[src/qracc_data_pkg.sv]
// Datapath types for pixels, weights, the shared data word and the inner request structs
// Imported by the controller, the activation buffer, the MAC unit and the top level
`default_nettype none

package qracc_data_pkg;

    typedef logic [7:0]        act_t;
    typedef logic signed [7:0] wgt_t;

    // One bus word seen as four pixels or as four weights with lane 0 in the low byte
    typedef union packed {
        act_t [3:0] acts;
        wgt_t [3:0] wgts;
    } qracc_word_u;

    // Single port request into the activation memory
    typedef struct packed {
        logic       en;
        logic       we;
        logic [8:0] addr;
        act_t       wdata;
    } act_buf_req_t;

    // One filter tap where first clears the sum and last closes the output pixel
    typedef struct packed {
        logic       valid;
        act_t       pixel;
        logic [3:0] tap;
        logic       first;
        logic       last;
    } mac_tap_t;

    // Four weights at once starting at index base
    typedef struct packed {
        logic        en;
        qracc_word_u word;
        logic [3:0]  base;
    } wgt_wr_t;

endpackage

`default_nettype wire

[src/qracc_act_buffer.sv]
// Activation memory with one port shared by loads, the window walk and write-back
// Read data appears one cycle after a read request
`timescale 1ns/100ps
`default_nettype none

module qracc_act_buffer
    import qracc_data_pkg::*;
#(
    parameter int BUF_DEPTH = 512
) (
    input  logic         clk,
    input  logic         nrst,
    input  act_buf_req_t req_i,
    output act_t         rdata_o
);

    act_t mem [BUF_DEPTH];

    always_ff @(posedge clk) begin
        if (req_i.en && req_i.we) begin
            mem[req_i.addr] <= req_i.wdata;
        end
    end

    // Registered read port that holds its value between reads
    always_ff @(posedge clk or negedge nrst) begin
        if (!nrst) begin
            rdata_o <= '0;
        end else if (req_i.en && !req_i.we) begin
            rdata_o <= mem[req_i.addr];
        end
    end

    // Input and output maps must both fit behind known controller addresses
    assert property (@(posedge clk) disable iff (!nrst)
        req_i.en |-> !$isunknown(req_i.addr) && req_i.addr < BUF_DEPTH);

endmodule

`default_nettype wire

[config.mk]
export PLATFORM = sky130hd
export DESIGN_NAME = qracc_act_buffer
export DESIGN_NICKNAME = d
export VERILOG_FILES = /design/src/qracc_data_pkg.sv /design/src/qracc_act_buffer.sv
export SDC_FILE = /design/constraint.sdc
export NUM_CORES = 2
export LEC_CHECK = 0
export BUFFER_PORTS_ARGS = -buffer_cell sky130_fd_sc_hd__buf_2
export CORE_MARGIN = 2
export CORE_UTILIZATION = 30
export CTS_CLUSTER_SIZE = 25
export DETAILED_ROUTE_END_ITERATION = 12
export GPL_TIMING_DRIVEN = 1
export PLACE_DENSITY = 0.56
export SETUP_SLACK_MARGIN = 0.3
export SKIP_CTS_REPAIR_TIMING = 1
export SLEW_MARGIN = 20
export SYNTH_ARGS = -nofsm -noshare
export SYNTH_HDL_FRONTEND = slang
export SYNTH_SLANG_ARGS = --single-unit
[constraint.sdc]
create_clock -name clk -period 2.5 [get_ports clk]
set_input_delay 0.25 -clock clk [delete_from_list [all_inputs] [get_ports clk]]
set_output_delay 0.25 -clock clk [all_outputs]
set_load 0.1 [all_outputs]
# After elaboration in Yosys (flattened, before gate mapping)
# Memory sizes are Yosys's and may differ from the RTL's. A register that Yosys moved wholly into a read port is not among the register bits.
# Index checks and enable logic that the tools add are counted.
[word_totals]
ff_bits = 0
ramBits = 4096
output_inout_bits = 8
word_cells = 7
memories = 1
[op_classes]
muxes = 2
reduce_logical = 4
[memory_table]
columns = ["memory", "depth", "word_bits", "read_ports", "rd_ports_with_merged_regs", "wr", "line", "rtl"]
rows = [
  ["mem", 512, 8, 1, 1, 1, "qracc_act_buffer.sv:17", "act_t mem [BUF_DEPTH];"],
]
[op_table]
columns = ["cell", "n"]
rows = [
  ["1-bit logical AND", 2],
  ["1-bit zero test", 2],
  ["1-bit two-way mux", 2],
]

# Logic depth before layout (Yosys ltp)
[logic_depth]
word_depth = 3
mapped_depth = 15

# Worst setup path before layout
# No wires, ideal clock.
[synth_path]
path_type = "input to register"
from = "input port req_i[8] (netlist name)"
to = "memory mem[48][0] (netlist name), enable pin"
arrival_time_ns = 2.759
path_slack_ns = -0.629
cell_stages = 13
n_path_buf = 10
cell_sequence = "buf_2 -> buf_6 -> buf_6 -> buf_6 -> buf_4 -> buf_4 -> buf_6 -> buf_4 -> buf_4 -> nor3_1 -> nand2_1 -> clkbuf_1 -> nor2_1"
[synth_lines]
columns = ["item", "line", "rtl"]
rows = [
  ["start: declaration", "qracc_act_buffer.sv:13", "input act_buf_req_t req_i,"],
  ["end: declaration", "qracc_act_buffer.sv:17", ""],
]
# No word-level cell before the write port.

==> run metrics <==
status finished with violations; failing checks setup timing; Via Count 84683; Worst R2R Path Depth 6; Max-Slew Margin vs Limit 34.7%; Tmin final 3130 ps; Avg Synthesized Cell Area 21.6 sq um; vias in the first global route 85839; WHS Path Cells 5; min-delay src req_i[15]; root buffer cell clkbuf_16; Initial Util 30.1%; Peak Freq 319 MHz; Setup Skew 57.3 ps; commonest non-fill, non-tap cell in the layout edfxtp_1; Rows 267; number of buffers created by CTS 412; critical path launch point type flop; clk_lat worst skew 1010 ps; Primary FF master, synth edfxtp_1; fin nets 9045; Final Worst Setup Slack -632 ps; largest net degree at the start of global routing 141; Synth area leaders edfxtp_1 (77%), mux4_2 (14%), mux2i_1 (1.4%); io pins 29; Critical Path Fanout Max 1; input/output buffers 28; R2R Path Start mem[219][4]; DR WL/cell 30.3 microns; Slew @ Worst Pin 978 ps; Slew Viols, Final 0; GPL Wtd Cong 0.905; Syn Inst Count 7358; Netlist cell types 69; met1 usage 24.6%; Yosys top cell area share 77.5%; GR Overflow Total 0; die width 731 microns; Min Hold Slack 13.4 ps; Lkg Pwr 64.1 nW; Yosys warning total 0; WHS Endpoint rdata_o[5]; # DRC 0; slowest cell on the critical path mux4_2; share of layout cells above drive strength 1 42.5%; GRT Max-Usage Layer met2; critical path class flop to flop; Post-synth EDFFs 4096; Post-Synthesis Cell Area 0.159 sq mm; final setup violating endpoints 7; clock slew at the register clock pins of the worst setup and hold paths 70 ps; CTS tree done; leading area contributor after synthesis edfxtp_1; Iter 0 DRT Violations 11386; Sinks on Clock Net 4104; period utilization 125%; Hold Crit Class input port to flop; crit path DAT 4000 ps; CTS max path bufs 4; H-tree Lvls 5; unrepaired setup endpoints after global routing yes; peak supply drop 0.603 mV; RR Endpoint rdata_o[4]; largest stage delay on the critical path 610 ps; GR Util met2 29.2%; Pre-Repair DR Iteration Count 7; setup slack, reg-to-reg -630 ps; Max Cap Viol 0; Worst EP required 3360 ps; post-DP HPWL 339 mm; final hold vios 0; met3 usage 3.78%; power density cells 733 mW/mm^2; synth-to-layout area growth 27.1%; Seq/Total Area, Yosys 77.6%; vias per cell 5.17; syn_nets 7379; Overall Global Routing Usage 18.1%; Worst setup EP type flop; first-pass GRT wire length 689 mm; commonest non-fill, non-tap cells in the layout edfxtp_1 (4096), buf_4 (1163), mux4_2 (1011); critical-path cell list mux4_2 > mux4_2 > a22oi_2 > nand4_1 > or3_1 > o32a_1; initial antenna violation count 26; most used cell, CP mux4_2; Die Y 731 microns; Yosys reg bits 4104; TNS Setup -1810 ps; core area 0.528 sq mm; remaining antenna violation count 0; FFs w/ async S/R, synth 0.195%; Total Die Area 0.535 sq mm; Tot Pwr 148 mW; Post-Route WL 497 mm
worst max path at each step:
stage	start	end	slack (ps)	cells after the start
after CTS	mem[355][3]	rdata_o[3]	-960	10
after global placement	req_i[8]	rdata_o[5]	-1880	13
after detailed placement	req_i[8]	rdata_o[2]	-1660	13
after floorplan	req_i[9]	rdata_o[7]	-340	9
final	mem[219][4]	rdata_o[4]	-630	6
after global routing	mem[219][4]	rdata_o[4]	-660	6
registers in the layout, summed over array words and instances (netlist names):
signal   flops
rdata_o      8
mem       4096
metrics by stage:
step	area, sq um	cells	setup WS [ps]	utilization [%]
2_1_floorplan	162000	7358	-345	-
3_3_place_gp	187000	15590	-1880	35.5
3_5_place_dp	187000	15590	-1660	35.5
4_1_cts	201000	16359	-958	38.1
5_1_grt	202000	16375	-658	38.2
6_report	202000	16382	-632	38.2
per-layer routing:
metal	routed length [microns]	share of wire, %	vias up
met2	236000	48	3834
met1	200000	40	45726
met3	43500	8.8	722
li1	-	-	34385
met5	314	0.063	-
met4	16600	3.3	16
where the power goes:
group	leakage [nW]	switching (mW)	internal [mW]
logic	20.6	5.47	3.32
clock network	6.65	27.1	36.1
registers	36.9	0.142	75.7
cell type report:
| class | instances | area [sq um] |
|---|---|---|
| multi-input combinational | 2787 | 36700 |
| sequential | 4104 | 123000 |
| fill | 47273 | 326000 |
| antenna | 9 | 22.5 |
| timing repair buffer | 1714 | 19300 |
| tap | 6994 | 8750 |
| clock inverter | 297 | 3170 |
| inverter | 5 | 26.3 |
| clock buffer | 472 | 10600 |
critical path, delay by kind of cell, from the launching register on:
family	cells	cell delay (ps)
muxes	2	1110
AOI/OAI and AO/OA	2	740
DFF	1	370
and+or+nand+nor	2	800
logic make-up (layout without fill, tap and decap cells):
logic type / after synthesis / in the layout / share of synthesized area [%]
flops: 4104 / 4104 / 77.6
mux: 1264 / 1264 / 16.0
simple gates: 1037 / 1037 / 2.78
compound gates: 486 / 486 / 2.20
buf+inv: 467 / 2488 / 1.47
other cells: 0 / 9 / 0
synth_stat cells, drive strengths merged, types with 15 or more instances:
| master | n |
|---|---|
| a211oi | 15 |
| a21oi | 80 |
| a22oi | 168 |
| a31oi | 21 |
| a32oi | 40 |
| buf | 304 |
| clkbuf | 158 |
| edfxtp | 4096 |
| mux2 | 26 |
| mux2i | 227 |
| mux4 | 1011 |
| nand2 | 228 |
| nand3 | 80 |
| nand4 | 45 |
| nor2 | 567 |
| nor2b | 17 |
| nor3 | 26 |
| nor4 | 25 |
| o21ai | 27 |
| o22ai | 34 |
Note: power is estimated with default switching activity, not from simulation.
