File: src/qracc_data_pkg.sv
// Datapath types for pixels, weights, the shared data word and the inner request structs
// Imported by the controller, the activation buffer, the MAC unit and the top level
`default_nettype none

package qracc_data_pkg;

    typedef logic [7:0]        act_t;
    typedef logic signed [7:0] wgt_t;

    // One bus word seen as four pixels or as four weights with lane 0 in the low byte
    typedef union packed {
        act_t [3:0] acts;
        wgt_t [3:0] wgts;
    } qracc_word_u;

    // Single port request into the activation memory
    typedef struct packed {
        logic       en;
        logic       we;
        logic [8:0] addr;
        act_t       wdata;
    } act_buf_req_t;

    // One filter tap where first clears the sum and last closes the output pixel
    typedef struct packed {
        logic       valid;
        act_t       pixel;
        logic [3:0] tap;
        logic       first;
        logic       last;
    } mac_tap_t;

    // Four weights at once starting at index base
    typedef struct packed {
        logic        en;
        qracc_word_u word;
        logic [3:0]  base;
    } wgt_wr_t;

endpackage

`default_nettype wire

File: src/qracc_cfg_pkg.sv
// Control-side definitions for the configuration word, command triggers and register map
// Shared by the APB block, the controller and the testbench
`default_nettype none

package qracc_cfg_pkg;

    // Register word at CONFIG with fmap_dim in the low bits
    typedef struct packed {
        logic [19:0] reserved;
        logic [4:0]  out_shift;
        logic [1:0]  filter_size;
        logic [4:0]  fmap_dim;
    } qracc_config_t;

    typedef enum logic [2:0] {
        TRIG_IDLE         = 3'd0,
        TRIG_LOAD_ACTS    = 3'd1,
        TRIG_LOAD_WEIGHTS = 3'd2,
        TRIG_COMPUTE      = 3'd3,
        TRIG_READ_ACTS    = 3'd4
    } qracc_trigger_t;

    // Byte addresses on the APB side
    localparam logic [3:0] CSR_ADDR_MAIN   = 4'h0;
    localparam logic [3:0] CSR_ADDR_CONFIG = 4'h4;
    localparam logic [3:0] CSR_ADDR_STATUS = 4'h8;
    localparam logic [3:0] CSR_ADDR_DATA   = 4'hC;

    // One-cycle command pulse towards the controller
    typedef struct packed {
        qracc_trigger_t trigger;
        logic           clear;
    } qracc_cmd_t;

endpackage

`default_nettype wire
File: src/qracc_csr.sv
// APB register block with the config, trigger, status and data window registers
// DATA accesses hold pready low until the controller answers
`timescale 1ns/100ps
`default_nettype none

module qracc_csr
    import qracc_cfg_pkg::*;
    import qracc_data_pkg::*;
(
    input  logic          clk,
    input  logic          nrst,

    // APB slave
    input  logic          psel_i,
    input  logic          penable_i,
    input  logic          pwrite_i,
    input  logic [3:0]    paddr_i,
    input  logic [31:0]   pwdata_i,
    output logic [31:0]   prdata_o,
    output logic          pready_o,
    output logic          pslverr_o,

    // Towards the controller
    output qracc_config_t cfg_o,
    output qracc_cmd_t    cmd_o,
    input  logic          busy_i,
    output logic          data_wr_valid_o,
    output logic [31:0]   data_wr_o,
    input  logic          data_wr_ready_i,
    output logic          data_rd_req_o,
    input  logic          data_rd_valid_i,
    input  act_t          data_rd_i
);

    logic          access;
    logic          wr_main;
    logic          wr_cfg;
    logic          sel_data;
    qracc_config_t cfg_q;
    qracc_cmd_t    cmd_q;

    ////////////////////////////////////////////////////////////
    // Access decode
    ////////////////////////////////////////////////////////////

    assign access   = psel_i && penable_i;
    assign sel_data = (paddr_i == CSR_ADDR_DATA);
    assign wr_main  = access && pwrite_i && (paddr_i == CSR_ADDR_MAIN);
    assign wr_cfg   = access && pwrite_i && (paddr_i == CSR_ADDR_CONFIG);

    assign data_wr_valid_o = access && pwrite_i && sel_data;
    assign data_wr_o       = pwdata_i;
    assign data_rd_req_o   = access && !pwrite_i && sel_data;

    // Registers answer at once and the data window waits for the controller
    always_comb begin
        pready_o = access;
        if (data_wr_valid_o) begin
            pready_o = data_wr_ready_i;
        end else if (data_rd_req_o) begin
            pready_o = data_rd_valid_i;
        end
    end

    always_comb begin
        case (paddr_i)
            CSR_ADDR_CONFIG: prdata_o = cfg_q;
            CSR_ADDR_STATUS: prdata_o = {31'd0, busy_i};
            CSR_ADDR_DATA:   prdata_o = {24'd0, data_rd_i};
            default:         prdata_o = '0;
        endcase
    end

    assign pslverr_o = 1'b0;

    ////////////////////////////////////////////////////////////
    // Config register and command pulses
    ////////////////////////////////////////////////////////////

    always_ff @(posedge clk or negedge nrst) begin
        if (!nrst) begin
            cfg_q <= '0;
            cmd_q <= '0;
        end else begin
            // Trigger and clear last exactly one cycle
            cmd_q <= '0;
            if (wr_cfg) begin
                cfg_q <= pwdata_i;
            end
            if (wr_main) begin
                cmd_q.trigger <= qracc_trigger_t'(pwdata_i[2:0]);
                cmd_q.clear   <= pwdata_i[3];
            end
        end
    end

    assign cfg_o = cfg_q;
    assign cmd_o = cmd_q;

    // No stall answer from the controller may leak outside an access phase
    assert property (@(posedge clk) disable iff (!nrst)
        data_rd_valid_i |-> data_rd_req_o);

endmodule

`default_nettype wire

File: config.mk
export PLATFORM = sky130hd
export DESIGN_NAME = qracc_csr
export DESIGN_NICKNAME = d
export VERILOG_FILES = /design/src/qracc_data_pkg.sv /design/src/qracc_cfg_pkg.sv /design/src/qracc_csr.sv
export SDC_FILE = /design/constraint.sdc
export NUM_CORES = 1
export LEC_CHECK = 0
export ABC_CLOCK_PERIOD_IN_PS = 1100
export BUFFER_PORTS_ARGS = -buffer_cell sky130_fd_sc_hd__buf_2
export CORE_MARGIN = 10
export CORE_UTILIZATION = 35
export DETAILED_ROUTE_END_ITERATION = 7
export PLACE_DENSITY = 0.76
export SLEW_MARGIN = 0
export SYNTH_ARGS = -nofsm -noshare
export SYNTH_HDL_FRONTEND = slang
export SYNTH_SLANG_ARGS = --single-unit
File: constraint.sdc
create_clock -name clk -period 1.1 [get_ports clk]
set_input_delay 0.165 -clock clk [delete_from_list [all_inputs] [get_ports clk]]
set_output_delay 0.165 -clock clk [all_outputs]
set_load 0.05 [all_outputs]
# Yosys cells after proc, flatten, opt, wreduce, memory -nomap -nowiden
# Index checks and enable logic that the tools add are counted.
dict set report word_totals {
  ff_bits 36
  output_inout_bits 104
  wordCells 22
}
dict set report op_classes {
  n_eq_ne 3
  n_mux 4
  n_reduce_logical 9
}
# operator count
set ops {}
lappend ops {{one-hot mux 32 bit (3 select lines)} 1}
lappend ops {{equality test 4 bit (second input constant)} 2}
lappend ops {{logical AND 1 bit} 7}
lappend ops {{equality test 4 x 3 -> 1 bit (second input constant)} 1}
lappend ops {{logical NOT 4 bit} 1}
lappend ops {{two-way mux 4 bit} 1}
lappend ops {{two-way mux 1 bit} 2}
lappend ops {{logical NOT 1 bit} 1}

# Logic depth before layout (Yosys ltp)
# Gate-level depths: netlist (run 1).
dict set report depth {
  ltp_word 5
  ltp_mapped 5
}

# Worst setup path after synthesis (run 1)
# Ideal clock, no wire load.
dict set report synth_timing {
  path_kind {register -> output}
  from {register cfg_q (netlist bit cfg_o[0])}
  to {output prdata_o[0]}
  arrival_time_ps 2016
  t_required_ps 935
  setup_slack_ps -1081
  path_stages_with_launch 4
  path_cell_list {dfrtp_1 mux2_2 nand2_1 a21boi_0}
}
dict set report synth_via {
  elab_chain_cells 1
}
# item line_no
set synth_rtl {}
lappend synth_rtl {{start: declaration} qracc_csr.sv:39} ;# qracc_config_t cfg_q;
lappend synth_rtl {{start signal: assignment} qracc_csr.sv:88} ;# cfg_q <= pwdata_i;
lappend synth_rtl {{one-hot mux 32 bit (3 select lines)} qracc_csr.sv:66} ;# case (paddr_i)
lappend synth_rtl {{end: declaration} qracc_csr.sv:19} ;# output logic [31:0] prdata_o,
# Every way passes these cells.

# Worst setup path after layout (run 1)
dict set report layout_timing {
  from {input paddr_i[3]}
  to {register cfg_q (netlist bit cfg_o[24])}
}
dict set report layout_via {
  elab_chain_cells 2
}
# item line_no
set layout_rtl {}
lappend layout_rtl {{start: declaration} qracc_csr.sv:17} ;# input logic [3:0] paddr_i,
lappend layout_rtl {{equality test 4 x 3 -> 1 bit} qracc_csr.sv:49} ;# assign wr_cfg = access && pwrite_i && (paddr_i == CSR_ADDR_CONFIG);
lappend layout_rtl {{logical AND 1 bit} qracc_csr.sv:49}
# Every way passes these cells.
# A chain may end at the register's enable or synchronous reset.

==> results of run 1 <==
critical path: stages:
cell and delay [ns]:
buf_8 0.10, nor4b_4 0.30, buf_6 0.17, and4_4 0.27, buf_12 0.13, buf_16 0.13, mux2_4 0.30
through the flow:
stage               total power, W  utilization [%]  setup TNS [ns]  worst slack (ns)  hold WS, ns
floorplan                  0.00274                -          -13.99            -0.300       -0.131
global placement           0.00310             51.9          -27.21            -0.431        0.141
detailed placement         0.00313             51.9          -32.39            -0.527        0.156
CTS                        0.00430             68.6          -17.06            -0.311        0.104
global route               0.00460             71.0          -19.79            -0.358        0.115
finish                     0.00440             71.0          -16.55            -0.314        0.111
logic make-up after synthesis:
logic type / share of synthesized area [%]
buffers and inverters: 15.8
and+or+nand+nor: 13.5
DFF: 46.8
muxes: 19.8
AOI/OAI and AO/OA: 3.84
other: 0.195
cell type report:
type                       count  share of cell area (%)
sequential                    36                    24.4
clock inverter                 1                   0.135
multi-input combinational     84                    27.9
timing repair buffer         179                    43.2
clock buffer                   6                    1.96
tap                           70                    2.37
final timing paths:
check	start	to	slack [ns]
min in group asynchronous	nrst	cfg_o[0]$_DFFE_PN0P_	0.38
worst max-delay path	paddr_i[3]	cfg_o[24]$_DFFE_PN0P_	-0.31
max in group asynchronous	nrst	cfg_o[0]$_DFFE_PN0P_	0.54
worst min-delay path	pwdata_i[16]	cfg_o[16]$_DFFE_PN0P_	0.11
worst min register to register	cfg_o[16]$_DFFE_PN0P_	cfg_o[16]$_DFFE_PN0P_	0.54
worst max register to register	cfg_o[0]$_DFFE_PN0P_	cfg_o[0]$_DFFE_PN0P_	0.10
cells in the final DEF (no fill, tap or decap), types with 3 or more instances in the layout:
master	synthesis	layout
a22o_4	0	7
and2_1	28	4
and2_4	0	24
buf_12	0	3
buf_16	0	4
buf_2	0	83
buf_4	34	27
buf_6	3	18
buf_8	0	34
clkbuf_4	0	8
clkbuf_8	0	5
dfrtp_1	36	35
mux2_4	0	32
registers in the layout (all words and copies together), names as in the netlist:
| name | count |
|---|---|
| cfg_o | 32 |
| cmd_o | 4 |
synth_stat cells (all sizes together):
cell     n
conb     1
and4     1
a21boi   1
nor2     2
mux2i    1
a22o     7
and3     1
mux2    33
nand3    2
nand3b   1
nand2    2
a21oi    1
and2    28
nor3     1
dfrtp   36
buf     37
nor4b    2
clkbuf   4
timing repair:
item / CTS / global route
endpoints found under the hold margin: 36 / 0
setup buffers: 8 / 1
hold buffers: 1 / 0
resized for setup: 174 / 55
pin swaps: 10 / 12
cloned: 5 / 1
setup endpoints to repair: 74 / 89
per-layer routing:
layer	vias to the layer above	share of wire, %	track usage (%)
li1	804	-	-
met1	861	35	15.9
met2	85	56	31.6
met3	8	8.1	6.47
met4	0	1.5	4.68
met5	-	0	0
power breakdown:
group | internal (W) | switching, W | leakage [nW]
clock | 0.000431 | 0.000452 | 0.0410
combinational | 0.000700 | 0.00119 | 1.41
sequential | 0.00148 | 0.000144 | 0.480
total | 0.00261 | 0.00178 | 1.93
==> flow_summary.json, run 1 <==
{
  "multi_input_area_mm2": 0.00103,
  "drt_wl_total_mm": 7.79,
  "required_ns": 1.26,
  "core_mm2": 0.00520,
  "slew_violations": 0,
  "worst-r2r-cell-count": 3,
  "syn_nets": 213,
  "clockBufferDepth": 2,
  "synth_top_cell_by_area": "dfrtp_1",
  "fin_area_mm2": 0.00370,
  "route.detailed.wl_per_inst_um": 20.7,
  "numClockSinks": 36,
  "gp_congestion": 0.771,
  "rsz0062_at_grt": "true",
  "postSynthAreaPerCell_um2": 12.0,
  "viasPerCell": 4.68,
  "fmax_ghz": 0.707,
  "die_w_um": 94.2,
  "finalSetupViolCount": 66,
  "chipHeight_um": 94.2,
  "min_path_cells": 2,
  "min_period_ns": 1.41,
  "dpl-instance-area_mm2": 0.00270,
  "syn-cell-area_mm2": 0.00192,
  "nFillCells": 364,
  "drtIter0Drc": 50,
  "start_util_pct": 37.0,
  "dieArea_mm2": 0.00886,
  "antenna_cells": 0,
  "vdd.ir_drop.worst_mv": 0.763,
  "cts_tree": "yes",
  "antenna_found_initial": 0,
  "cap_viol_max_count": 0,
  "p_leak_nw": 1.93,
  "synthTopCellsByArea": "dfrtp_1 47%, mux2_1 18%, buf_4 13%",
  "status": "complete, but fails checks",
  "cp-start-kind": "input pin",
  "grt_pass1_wl_mm": 11.5,
  "row_count": 26,
  "power_density_mw_per_mm2": 1190,
  "clock_skew_ns": 0,
  "grt_usage_pct": 16.6,
  "grt_overflow": 0,
  "grt_max_degree": 37,
  "crit_fanout": 8,
  "place_inst": 357,
  "arrival_ns": 1.58,
  "fin_cells": 376,
  "drc_errors": 0,
  "path_clk_slew_ns": 0.07,
  "netlist.area_leader.share_pct": 46.8,
  "num_vias": 1758,
  "ys_types": 21,
  "synth_seq_cells": 36,
  "hold_class": "in -> reg",
  "final_nets": 358,
  "place.port_buffers": 154,
  "hold_viol_final": 0,
  "drive_above_1_share_pct": 84.3,
  "path_class": "in -> reg",
  "seq_area_um2": 902,
  "area_growth_pct": 92.1,
  "violations": "setup timing",
  "grt_pass1_vias": 2095,
  "synth-warning-count": 0,
  "setup_ws_ns": -0.314,
  "synthCells": 161,
  "root_buffer": "clkbuf_8",
  "hpwl_mm": 4.89,
  "drtPass1Iterations": 4,
  "numCtsBuffers": 5,
  "final.period_utilization_pct": 129,
  "h-tree-depth": 2,
  "ys_seq_area_share_pct": 46.8,
  "cp-end-kind": "flip-flop",
  "insertion_delay_ns": 0.28,
  "io_pins": 156,
  "ant_nets": 0
}
Note: power is estimated with default switching activity, not from simulation.
==> run 2: changes to the inputs <==
--- a/config.mk
+++ b/config.mk
@@ -10,6 +10,7 @@
 export CORE_MARGIN = 10
 export CORE_UTILIZATION = 35
 export DETAILED_ROUTE_END_ITERATION = 7
+export MAX_ROUTING_LAYER = met4
 export PLACE_DENSITY = 0.76
 export SLEW_MARGIN = 0
 export SYNTH_ARGS = -nofsm -noshare
==> run 2 against run 1 <==
Effect of this change:
- the flow still finishes with violations (setup timing)
- clock-buffer cell count is the same
- critical path depth is the same
- core utilization is the same
- highest routed layer unchanged
- via count grew 0.17%
- routed wire length grew 0.15%
- clock skew is the same
- clock power is essentially flat
- largest power group unchanged
- worst setup slack lost 0.00061 ns
- global-route usage grew 0.47 points
- sequential share of layout area is the same
- register-to-register slack is essentially flat
- design area is the same
==> flow_summary.json, run 2 (synthesized netlist as in run 1, its figures left out) <==
{
  "cp-end-kind": "flip-flop",
  "vdd.ir_drop.worst_mv": 0.762,
  "clock_skew_ns": 0,
  "antenna_cells": 0,
  "fmax_ghz": 0.707,
  "cap_viol_max_count": 0,
  "power_density_mw_per_mm2": 1190,
  "required_ns": 1.27,
  "gp_congestion": 0.781,
  "arrival_ns": 1.58,
  "grt_max_degree": 37,
  "drtIter0Drc": 47,
  "largest_reg_flops": 32,
  "num_vias": 1761,
  "viasPerCell": 4.68,
  "row_count": 26,
  "multi_input_area_mm2": 0.00103,
  "seq_area_um2": 902,
  "final_nets": 358,
  "ant_nets": 0,
  "antenna_found_initial": 0,
  "area_growth_pct": 92.1,
  "nFillCells": 364,
  "setup_ws_ns": -0.315,
  "fin_area_mm2": 0.00370,
  "drc_errors": 0,
  "drt_wl_total_mm": 7.80,
  "start_util_pct": 37.0,
  "min_period_ns": 1.41,
  "crit_fanout": 8,
  "rsz0062_at_grt": "true",
  "tns_ns": -16.57,
  "path_clk_slew_ns": 0.07,
  "numCtsBuffers": 5,
  "chipHeight_um": 94.2,
  "grt_pass1_wl_mm": 11.4,
  "timing.hold.ws_ns": 0.111,
  "cts_tree": "yes",
  "dpl-instance-area_mm2": 0.00270,
  "io_pins": 156,
  "mostFrequentLayoutCells": "83 x buf_2, 35 x dfrtp_1, 34 x buf_8, 32 x mux2_4, 27 x buf_4",
  "clockBufferDepth": 2,
  "insertion_delay_ns": 0.28,
  "drtPass1Iterations": 4,
  "core_mm2": 0.00520,
  "numClockSinks": 36,
  "slew_violations": 0,
  "violations": "setup timing",
  "hold_class": "in -> reg",
  "path_class": "in -> reg",
  "finalSetupViolCount": 66,
  "status": "complete, but fails checks",
  "dieArea_mm2": 0.00886,
  "drive_above_1_share_pct": 84.3,
  "layout_commonest_cell": "buf_2",
  "hold_viol_final": 0,
  "utilization_pct": 71.0,
  "grt_usage_pct": 17.1,
  "root_buffer": "clkbuf_8",
  "final.period_utilization_pct": 129,
  "h-tree-depth": 2,
  "hpwl_mm": 4.89,
  "dpl_worst_slack_ns": -0.527,
  "cp-start-kind": "input pin",
  "p_leak_nw": 1.93,
  "grt_overflow": 0,
  "route.detailed.wl_per_inst_um": 20.8,
  "die_w_um": 94.2,
  "place.port_buffers": 154,
  "grt_pass1_vias": 2102
}
==> run 2: cell counts in the layout (fill, tap and decap cells not counted) <==
Identical to the previous run, type by type.
==> run 2: repair_timing <==
| action | in CTS | in global routing |
|---|---|---|
| endpoints found under the hold margin | 36 | 0 |
| hold buffers | 1 | 0 |
| gates resized for setup | 174 | 55 |
| cloned | 5 | 1 |
| pin swaps | 10 | 12 |
| setup endpoints to repair | 74 | 89 |
| setup buffers | 8 | 1 |
==> run 2: layout make-up <==
cell class | instances | area share, %
timing repair buffer | 179 | 43.2
multi-input combinational | 84 | 27.9
sequential | 36 | 24.4
tap | 70 | 2.37
clock buffer | 6 | 1.96
clock inverter | 1 | 0.135
==> run 2: metrics by stage <==
stage,cells,total power [W]
global placement,357,0.00310
floorplan,161,0.00274
CTS,377,0.00430
global route,376,0.00460
finish,376,0.00440
detailed placement,357,0.00313
==> run 2: final timing paths <==
kind | from | to | slack, ns | depth (start not counted)
worst min register to register | cfg_o[22]$_DFFE_PN0P_ | cfg_o[22]$_DFFE_PN0P_ | 0.54 | 1
worst max-delay path | paddr_i[3] | cfg_o[24]$_DFFE_PN0P_ | -0.31 | 7
min in group asynchronous | nrst | cmd_o[1]$_DFF_PN0_ | 0.38 | 3
worst max register to register | cfg_o[0]$_DFFE_PN0P_ | cfg_o[0]$_DFFE_PN0P_ | 0.10 | 3
worst min-delay path | pwdata_i[16] | cfg_o[16]$_DFFE_PN0P_ | 0.11 | 2
max in group asynchronous | nrst | cfg_o[0]$_DFFE_PN0P_ | 0.53 | 3
==> run 2: layer usage <==
layer	up-vias	part of all wire (%)	GRT usage (%)
met5	-	0	-
met4	0	1.5	4.68
met1	865	36	16.7
met3	8	6.9	5.12
li1	803	-	-
met2	85	56	31.6
==> run 2: worst max-delay path, cell delays in order <==
cell,delay (ns)
buf_8,0.10
nor4b_4,0.30
buf_6,0.17
and4_4,0.27
buf_12,0.13
buf_16,0.14
mux2_4,0.30
==> run 2: power breakdown <==
part | total (W) | switching (W) | internal (W)
registers | 0.00163 | 0.000144 | 0.00148
clock network | 0.000882 | 0.000451 | 0.000431
logic | 0.00189 | 0.00119 | 0.000700
total | 0.00440 | 0.00179 | 0.00261
