===== src/qracc_data_pkg.sv =====
// Datapath types for pixels, weights, the shared data word and the inner request structs
// Imported by the controller, the activation buffer, the MAC unit and the top level
`default_nettype none

package qracc_data_pkg;

    typedef logic [7:0]        act_t;
    typedef logic signed [7:0] wgt_t;

    // One bus word seen as four pixels or as four weights with lane 0 in the low byte
    typedef union packed {
        act_t [3:0] acts;
        wgt_t [3:0] wgts;
    } qracc_word_u;

    // Single port request into the activation memory
    typedef struct packed {
        logic       en;
        logic       we;
        logic [8:0] addr;
        act_t       wdata;
    } act_buf_req_t;

    // One filter tap where first clears the sum and last closes the output pixel
    typedef struct packed {
        logic       valid;
        act_t       pixel;
        logic [3:0] tap;
        logic       first;
        logic       last;
    } mac_tap_t;

    // Four weights at once starting at index base
    typedef struct packed {
        logic        en;
        qracc_word_u word;
        logic [3:0]  base;
    } wgt_wr_t;

endpackage

`default_nettype wire


===== src/qracc_cfg_pkg.sv =====
// Control-side definitions for the configuration word, command triggers and register map
// Shared by the APB block, the controller and the testbench
`default_nettype none

package qracc_cfg_pkg;

    // Register word at CONFIG with fmap_dim in the low bits
    typedef struct packed {
        logic [19:0] reserved;
        logic [4:0]  out_shift;
        logic [1:0]  filter_size;
        logic [4:0]  fmap_dim;
    } qracc_config_t;

    typedef enum logic [2:0] {
        TRIG_IDLE         = 3'd0,
        TRIG_LOAD_ACTS    = 3'd1,
        TRIG_LOAD_WEIGHTS = 3'd2,
        TRIG_COMPUTE      = 3'd3,
        TRIG_READ_ACTS    = 3'd4
    } qracc_trigger_t;

    // Byte addresses on the APB side
    localparam logic [3:0] CSR_ADDR_MAIN   = 4'h0;
    localparam logic [3:0] CSR_ADDR_CONFIG = 4'h4;
    localparam logic [3:0] CSR_ADDR_STATUS = 4'h8;
    localparam logic [3:0] CSR_ADDR_DATA   = 4'hC;

    // One-cycle command pulse towards the controller
    typedef struct packed {
        qracc_trigger_t trigger;
        logic           clear;
    } qracc_cmd_t;

endpackage

`default_nettype wire

===== src/qracc_controller.sv =====
// Command sequencer between the APB block, the activation buffer and the MAC unit
// Runs activation and weight loads, the convolution walk and the output readback
`timescale 1ns/100ps
`default_nettype none

module qracc_controller
    import qracc_cfg_pkg::*;
    import qracc_data_pkg::*;
#(
    parameter int MAX_DIM   = 16,
    parameter int BUF_DEPTH = 512
) (
    input  logic          clk,
    input  logic          nrst,
    input  qracc_config_t cfg_i,
    input  qracc_cmd_t    cmd_i,
    output logic          busy_o,
    input  logic          data_wr_valid_i,
    input  qracc_word_u   word_i,
    output logic          data_wr_ready_o,
    input  logic          data_rd_req_i,
    output logic          data_rd_valid_o,
    output act_t          data_rd_o,
    output act_buf_req_t  buf_req_o,
    input  act_t          buf_rdata_i,
    output mac_tap_t      tap_o,
    output wgt_wr_t       wgt_wr_o,
    input  logic          result_valid_i,
    input  act_t          result_i
);

    localparam int AW = $clog2(BUF_DEPTH);
    localparam int DW = $clog2(MAX_DIM + 1);

    typedef enum logic [2:0] {
        S_IDLE,
        S_LOAD_ACTS,
        S_LOAD_WEIGHTS,
        S_COMPUTE,
        S_READ_ACTS
    } state_t;

    state_t        state_q;
    state_t        state_d;

    // Map geometry
    logic [DW-1:0] dim;
    logic [DW-1:0] fs;
    logic [DW-1:0] out_dim;
    logic [AW-1:0] npix;
    logic [AW-1:0] nout;

    // Loads
    logic          wr_hs;
    logic          act_wr;
    logic [1:0]    lane_q;
    logic [AW-1:0] act_ptr_q;
    qracc_word_u   word_q;
    logic [1:0]    wcnt_q;

    // Window walk
    logic [DW-1:0] ox_q;
    logic [DW-1:0] oy_q;
    logic [DW-1:0] fx_q;
    logic [DW-1:0] fy_q;
    logic          fx_end;
    logic          fy_end;
    logic          ox_end;
    logic          oy_end;
    logic          walk_done_q;
    logic          walking;
    logic          rd_fire;
    logic [AW-1:0] rd_addr;
    logic [AW-1:0] out_ptr_q;
    logic [3:0]    tap_ctr_q;
    logic          tap_valid_q;
    logic [3:0]    tap_idx_q;
    logic          tap_first_q;
    logic          tap_last_q;

    // Readback
    logic [AW-1:0] rd_ptr_q;
    logic          rd_issue;
    logic          pend_q;
    logic          rvalid_q;
    act_t          data_rd_q;

    assign dim     = DW'(cfg_i.fmap_dim);
    assign fs      = DW'(cfg_i.filter_size);
    assign out_dim = dim - fs + 1'b1;
    assign npix    = AW'(dim) * AW'(dim);
    assign nout    = AW'(out_dim) * AW'(out_dim);

    assign busy_o = (state_q != S_IDLE);

    ////////////////////////////////////////////////////////////
    // Command FSM
    ////////////////////////////////////////////////////////////

    always_comb begin
        state_d = state_q;
        case (state_q)
            S_IDLE: begin
                case (cmd_i.trigger)
                    TRIG_LOAD_ACTS:    state_d = S_LOAD_ACTS;
                    TRIG_LOAD_WEIGHTS: state_d = S_LOAD_WEIGHTS;
                    TRIG_COMPUTE:      state_d = S_COMPUTE;
                    TRIG_READ_ACTS:    state_d = S_READ_ACTS;
                    default:           state_d = S_IDLE;
                endcase
            end
            S_LOAD_ACTS: begin
                if (act_wr && act_ptr_q == npix - 1'b1) state_d = S_IDLE;
            end
            S_LOAD_WEIGHTS: begin
                if (wr_hs && wcnt_q == 2'd2) state_d = S_IDLE;
            end
            S_COMPUTE: begin
                // Done once the last output pixel is written back
                if (result_valid_i && out_ptr_q == nout - 1'b1) state_d = S_IDLE;
            end
            S_READ_ACTS: begin
                if (rvalid_q && rd_ptr_q == nout - 1'b1) state_d = S_IDLE;
            end
            default: state_d = S_IDLE;
        endcase
        if (cmd_i.clear) begin
            state_d = S_IDLE;
        end
    end

    always_ff @(posedge clk or negedge nrst) begin
        if (!nrst) begin
            state_q <= S_IDLE;
        end else begin
            state_q <= state_d;
        end
    end

    ////////////////////////////////////////////////////////////
    // Data words in, readback out
    ////////////////////////////////////////////////////////////

    // One word per four cycles while unpacking pixels and a weight word every cycle
    assign data_wr_ready_o = ((state_q == S_LOAD_ACTS) && (lane_q == 2'd0))
                           || (state_q == S_LOAD_WEIGHTS);
    assign wr_hs  = data_wr_valid_i && data_wr_ready_o;
    assign act_wr = (state_q == S_LOAD_ACTS) && ((lane_q == 2'd0) ? wr_hs : 1'b1);

    assign wgt_wr_o.en   = (state_q == S_LOAD_WEIGHTS) && wr_hs;
    assign wgt_wr_o.word = word_i;
    assign wgt_wr_o.base = {wcnt_q, 2'b00};

    assign rd_issue = (state_q == S_READ_ACTS) && data_rd_req_i && !pend_q && !rvalid_q;
    assign data_rd_valid_o = rvalid_q;
    assign data_rd_o       = data_rd_q;

    always_ff @(posedge clk or negedge nrst) begin
        if (!nrst) begin
            lane_q    <= '0;
            act_ptr_q <= '0;
            wcnt_q    <= '0;
            rd_ptr_q  <= '0;
            pend_q    <= 1'b0;
            rvalid_q  <= 1'b0;
        end else if (state_q == S_IDLE) begin
            lane_q    <= '0;
            act_ptr_q <= '0;
            wcnt_q    <= '0;
            rd_ptr_q  <= '0;
            pend_q    <= 1'b0;
            rvalid_q  <= 1'b0;
        end else begin
            if (act_wr) begin
                lane_q    <= lane_q + 1'b1;
                act_ptr_q <= act_ptr_q + 1'b1;
            end
            if (wgt_wr_o.en) begin
                wcnt_q <= wcnt_q + 1'b1;
            end
            // Buffer read and then one register stage before the APB sees it
            pend_q   <= rd_issue;
            rvalid_q <= pend_q;
            if (rvalid_q) begin
                rd_ptr_q <= rd_ptr_q + 1'b1;
            end
        end
    end

    always_ff @(posedge clk) begin
        if ((state_q == S_LOAD_ACTS) && wr_hs) begin
            word_q <= word_i;
        end
        if (pend_q) begin
            data_rd_q <= buf_rdata_i;
        end
    end

    ////////////////////////////////////////////////////////////
    // Convolution window walk
    ////////////////////////////////////////////////////////////

    assign fx_end  = (fx_q == fs - 1'b1);
    assign fy_end  = (fy_q == fs - 1'b1);
    assign ox_end  = (ox_q == out_dim - 1'b1);
    assign oy_end  = (oy_q == out_dim - 1'b1);
    assign walking = (state_q == S_COMPUTE) && !walk_done_q;
    // Write-back owns the port for one cycle
    assign rd_fire = walking && !result_valid_i;
    assign rd_addr = AW'(oy_q + fy_q) * AW'(dim) + AW'(ox_q + fx_q);

    always_ff @(posedge clk or negedge nrst) begin
        if (!nrst) begin
            {ox_q, oy_q, fx_q, fy_q} <= '0;
            walk_done_q <= 1'b0;
            out_ptr_q   <= '0;
            tap_ctr_q   <= '0;
            tap_valid_q <= 1'b0;
            tap_idx_q   <= '0;
            tap_first_q <= 1'b0;
            tap_last_q  <= 1'b0;
        end else begin
            tap_valid_q <= rd_fire;
            tap_idx_q   <= tap_ctr_q;
            tap_first_q <= (tap_ctr_q == 4'd0);
            tap_last_q  <= fx_end && fy_end;
            if (state_q != S_COMPUTE) begin
                {ox_q, oy_q, fx_q, fy_q} <= '0;
                walk_done_q <= 1'b0;
                out_ptr_q   <= '0;
                tap_ctr_q   <= '0;
            end else begin
                if (rd_fire) begin
                    tap_ctr_q <= (fx_end && fy_end) ? 4'd0 : tap_ctr_q + 1'b1;
                    // Column, then row, then output x, then output y
                    if (!fx_end) begin
                        fx_q <= fx_q + 1'b1;
                    end else begin
                        fx_q <= '0;
                        if (!fy_end) begin
                            fy_q <= fy_q + 1'b1;
                        end else begin
                            fy_q <= '0;
                            if (!ox_end) begin
                                ox_q <= ox_q + 1'b1;
                            end else begin
                                ox_q <= '0;
                                if (!oy_end) oy_q <= oy_q + 1'b1;
                                else walk_done_q <= 1'b1;
                            end
                        end
                    end
                end
                if (result_valid_i) begin
                    out_ptr_q <= out_ptr_q + 1'b1;
                end
            end
        end
    end

    assign tap_o = '{valid: tap_valid_q, pixel: buf_rdata_i, tap: tap_idx_q,
                     first: tap_first_q, last: tap_last_q};

    ////////////////////////////////////////////////////////////
    // Buffer port arbitration
    ////////////////////////////////////////////////////////////

    always_comb begin
        buf_req_o = '0;
        case (state_q)
            S_LOAD_ACTS: begin
                buf_req_o.en    = act_wr;
                buf_req_o.we    = 1'b1;
                buf_req_o.addr  = 9'(act_ptr_q);
                buf_req_o.wdata = (lane_q == 2'd0) ? word_i.acts[0] : word_q.acts[lane_q];
            end
            S_COMPUTE: begin
                if (result_valid_i) begin
                    // Output map sits right after the input map
                    buf_req_o.en    = 1'b1;
                    buf_req_o.we    = 1'b1;
                    buf_req_o.addr  = 9'(npix + out_ptr_q);
                    buf_req_o.wdata = result_i;
                end else begin
                    buf_req_o.en   = walking;
                    buf_req_o.addr = 9'(rd_addr);
                end
            end
            S_READ_ACTS: begin
                buf_req_o.en   = rd_issue;
                buf_req_o.addr = 9'(npix + rd_ptr_q);
            end
            default: ;
        endcase
    end

    // Write-back never runs past the end of the output map
    assert property (@(posedge clk) disable iff (!nrst)
        (state_q == S_COMPUTE) && result_valid_i |-> out_ptr_q < nout);

endmodule

`default_nettype wire


===== config.mk =====
export PLATFORM = sky130hd
export DESIGN_NAME = qracc_controller
export DESIGN_NICKNAME = d
export VERILOG_FILES = /design/src/qracc_data_pkg.sv /design/src/qracc_cfg_pkg.sv /design/src/qracc_controller.sv
export SDC_FILE = /design/constraint.sdc
export NUM_CORES = 1
export LEC_CHECK = 0
export BUFFER_PORTS_ARGS = -buffer_cell sky130_fd_sc_hd__buf_4
export CAP_MARGIN = 20
export CORE_ASPECT_RATIO = 0.6
export CORE_MARGIN = 5
export CORE_UTILIZATION = 50
export CTS_CLUSTER_DIAMETER = 30
export DETAILED_ROUTE_END_ITERATION = 8
export GPL_TIMING_DRIVEN = 0
export HOLD_SLACK_MARGIN = 0.15
export PLACE_DENSITY = 0.71
export RECOVER_POWER = 100
export SLEW_MARGIN = 20
export SYNTH_ARGS = -nofsm -noshare
export SYNTH_HDL_FRONTEND = slang
export SYNTH_SLANG_ARGS = --single-unit

===== constraint.sdc =====
create_clock -name clk -period 17.5 [get_ports clk]
set_input_delay 1.75 -clock clk [delete_from_list [all_inputs] [get_ports clk]]
set_output_delay 1.75 -clock clk [all_outputs]
set_load 0.03 [all_outputs]

Word-level counts from Yosys, hierarchy flattened --
Cells that the tools add are included.
Storage, ports and cells: register bits 108, bits in latches 0, RAM bits 0, bits in read-only memories 0, input bits 89, output and inout port bits 82, logic and storage cells 163, memories kept 0
Operators by class: add/subtract/negate cells 21, multipliers 3, divide/modulo/power cells 0, order comparisons 1, equality and inequality tests 22, shifts and indexed selects 0, muxes and demuxes 58, bitwise logic cells 0, reductions and logical operators 38
Operator list (count):
- $mux 5 | 18
- $mux 9 | 7
- $add 9x1->9 const B | 3
- $eq 9x9->1 | 3
- $pmux 9 s3 | 1
- $add 5x1->5 const B | 5
- $mux 8 | 3
- $eq 5x5->1 | 4
- $add 9x9->9 | 2
- $mul 5x5->9 | 2
- $reduce_bool 2->1 | 9
- $sub 9x1->9 const B | 2
- $bmux 8 s2 | 1
- $pmux 8 s2 | 1
- $logic_and 1x1->1 | 15
- $mux 3 | 5
- $pmux 3 s5 | 1
- $add 5x5->6 | 2
- $eq 3x2->1 const B | 4
- $mux 4 | 3
- $ne 3x3->1 const B | 4
- $pmux 3 s4 | 1
- $mux 1 | 11
- $reduce_and 5->1 | 2
- other kinds (25) | 34

Longest topological paths before layout --
word-level depth 10, depth in mapped cells 24, depth with buffers taken out 23

Worst setup path after synthesis --
No wires, ideal clock.
path kind input port to output port, start point in cfg_i[0] (netlist bit), end point out buf_req_o[14] (netlist bit), data arrival time 5.961 ns, data required time 15.750 ns, slack 9.789 ns, stages 16, buffers on the path 2, cell sequence clkbuf_1 > clkbuf_1 > nand2_1 > fa_1 > fa_1 > inv_1 > ha_1 > a31o_2 > ha_1 > o21ai_0 > or2_2 > and2_1 > ha_1 > xnor2_1 > mux2i_1 > o21ai_0
RTL lines:
- from (decl) | RTL line qracc_controller.sv:15 | input qracc_config_t cfg_i,
- to (decl) | RTL line qracc_controller.sv:24 | output act_buf_req_t buf_req_o,

==> summary.md <==
| Metric | Value |
|---|---|
| Sequential Power Share | 36.5% |
| Initial antenna violation count | 0 |
| Initial DRC count | 570 |
| Grt ovf | 0 |
| Tmin final | 8.59 ns |
| Mapped Avg Cell Area | 9.46 sq um |
| Initial Util | roughly 51% |
| RSZ-0062 raised after global routing | no |
| Top FF cell, synth | dfrtp_1 |
| DRT Pass-1 Iters | 5 |
| Simple-Gate Fraction of Synth Area | around 16% |
| Avg WL per Cell | 17.4 um |
| DRC Markers | 0 |
| Failing checks | capacitance limit, slew limit |
| Top cell type's share of synthesized area | a little under a fifth |
| Register area share after synthesis | ~33% |
| Tot Pwr | around 0.73 mW |
| Final Cycle Share | 49.1% |
| Crit-path max FO | 10 |
| Post-CTS sizing | 0 |
| Yosys reg bits | ~110 |
| # port buffers | about 140 |
| Sw Share | a little over a third |
| Nets | about 1,300 |
| Row cnt | 37 |
| Yosys warning count | 0 |
| Largest net degree at the start of global routing | a little under 70 |
| Max Cap Viol | 1 |
| Worst Tran Pin Value | 3.76 ns |
| Gr usage total | between 20% and 30% |
| Final setup vio count | 0 |
| Post-CTS Setup Inserts | 0 |
| Crit path launch type | primary input |
| Vias | slightly above 7,000 |
| Die area | about 21,000 sq um |
| VDD IR max | about 120 uV |
| Vias per Instance | about 5.4 |
| Clk_lat worst skew | around 0.36 ns |
| Post-synthesis cell area | 8900 sq um |
| Clock power frac | roughly 27% |
| Int Pwr | roughly 0.47 mW |
| Main combinational cell family by area after synthesis | adder cells |
| Adder-cell share of the synthesized area | 18.2% |
| WS Path Type | primary input to output port |
| RePlAce Congestion | approximately 0.93 |
| Final Skew | ~0.0065 ns |
| Unique cell type count in the Yosys netlist | 66 |
| # hold bufs at CTS | 0 |
| CTS max path bufs | 2 |
| Post-synth ARST share | 63.0% |
| WL final | 23,300 um |
| Die height | 113 um |
| Reg clk slew, reported paths | roughly 0.07 ns |
| Core area | around 17,000 sq um |
| Fin Setup TNS | 0 ns |
| Worst min path class | flip-flop to flip-flop |
| CTS buffer count | 9 |
| Final HPWL DP | between 15,000 and 20,000 um |
| Leak Pwr | roughly 4.5 nW |
| XOR/XNOR Fraction of Synth Area | 11.0% |
| Max-slew violation count | 69 |
| Status | complete, but fails checks |
| Largest area contributor in the netlist | dfrtp_1 |
| Pwr per Cell Area | slightly above 70 nW/um^2 |
| Required @ worst endpoint | ~16 ns |
| Post-synth EDFFs | 40 |
| Combinational power share | 36.3% |
| First-pass GRT wire length | 37,700 um |
| Final hold vios | 0 |
| Setup crit end kind | output port |
| Clock root cell | clkbuf_16 |
| Count leader, synth | ha_1 |
| Area Growth Syn to Fin | 13.8% |
| H-Tree Depth | 3 |
| Routed Antenna Nets | 0 |
| Compound-Gate Fraction of Synth Area | between 10% and 20% |
| Highest Clock Rate | between 100 and 150 MHz |
| Vias in the first global route | 6,982 |
| Antenna diode count | 0 |
| Die width | ~180 um |
| Clk sink count | around 110 |
| Max transition margin | -151% |
| Cells after Synth | 941 |
| P_sw | 0.257 mW |
| Largest cells by area after synthesis | dfrtp_1 19%, edfxtp_1 13%, ha_1 12% |
| Post-synthesis mux area share | under 10% |
| Worst path arrival time | between 6 and 7 ns |
| Share of layout cells above drive strength 1 | 10.3% |
| CTS tree | done |
| Most frequent cells after synthesis | 86 x ha_1, 80 x nand2_1, 77 x nor2_1 |
| I/O Pins | about 170 |
[cell families after synthesis]
group | count (synthesis)
xor gates and xnor gates | 107
muxes | 23
DFF | 108
buffers and inverters | 146
other | 1
AOI/OAI and AO/OA | 152
and+or+nand+nor | 291
adders and majority gates | 113
[through the flow]
step / instances / instance area (sq um) / utilization [%] / hold WS, ns / setup WS (ns)
2_1_floorplan: 942 / 8910 / - / 0.404 / 9.79
5_1_grt: 1335 / 10100 / 58.5 / 0.467 / 8.53
6_report: 1335 / 10100 / 58.5 / 0.449 / 8.91
4_1_cts: 1335 / 10600 / 61.0 / 0.454 / 9.03
3_3_place_gp: 1319 / 10300 / 59.3 / 0.439 / 9.08
3_5_place_dp: 1319 / 10300 / 59.3 / 0.438 / 9.02
[power groups by stage]
stage | registers (mW) | clock network [mW] | logic, mW
CTS | 0.266 | 0.203 | 0.279
floorplan | 0.272 | 0 | 0.204
detailed placement | 0.272 | 0 | 0.278
global placement | 0.272 | 0 | 0.273
global route | 0.267 | 0.213 | 0.297
finish | 0.267 | 0.199 | 0.266
[cell usage in the layout, fill, tap and decap left out, types with 40 or more instances in the layout]
cell type,synthesis,final
a21oi_1,41,41
buf_4,45,65
clkbuf_1,23,134
dfrtp_1,68,68
edfxtp_1,40,40
ha_1,86,86
inv_1,73,74
nand2_1,80,80
nor2_1,77,77
o21ai_0,52,52
xnor2_1,55,56
xor2_1,48,48
[cell type report]
type,count,area (sq um)
well taps,234,293
inverters,75,282
multi-input cells,688,5260
plain buffers,71,435
flip-flops and latches,108,2900
clock buffers,11,243
repair buffers,143,668
fillers,1642,7180
clock inverters,5,46.3
[registers in the layout, indices dropped and copies added, names as in the netlist, 3 cells and up]
signal	count
act_ptr_q	9
tap_ctr_q	4
state_q	3
fx_q	5
data_rd_o	8
tap_idx_q	4
rd_ptr_q	9
oy_q	5
out_ptr_q	9
ox_q	5
word_q	32
fy_q	5
[path summary, 6_finish.rpt]
kind / endpoint / cells past startpoint / startpoint / slack [ns]
worst max-delay path: buf_req_o[16] / 21 / cfg_i[0] / 8.91
worst min-delay path: tap_idx_q[2] / 0 / tap_ctr_q[2] / 0.45
max in group asynchronous: rd_ptr_q[5] / 1 / nrst / 12.70
worst min register to register: tap_idx_q[2] / 0 / tap_ctr_q[2] / 0.45
min in group asynchronous: fy_q[2] / 1 / nrst / 2.67
worst max register to register: word_q[5] / 7 / lane_q[0] / 14.34
[critical path: stages]
cell and delay [ns]:
buf_4 0.15, clkbuf_1 0.36, clkbuf_1 0.40, nand2_1 0.14
fa_1 0.50, fa_1 0.52, inv_1 0.05, ha_1 0.28
a31o_2 0.25, ha_1 0.24, a211oi_1 0.37, o21bai_1 0.15
and2_0 0.25, ha_1 0.37, nor3_1 0.18, nor2_1 0.07
o41a_1 0.12, xnor2_1 0.15, a22oi_1 0.09, nand2_1 0.13
clkbuf_1 0.33
[metal layers]
metal	track usage [%]	wire length, um	vias to the layer above
met5	0	0	-
met4	4.15	267	0
met3	6.01	2090	25
met2	32.0	9300	243
met1	35.8	11600	3504
li1	-	-	3501
Power figures use the tool's default switching activity.
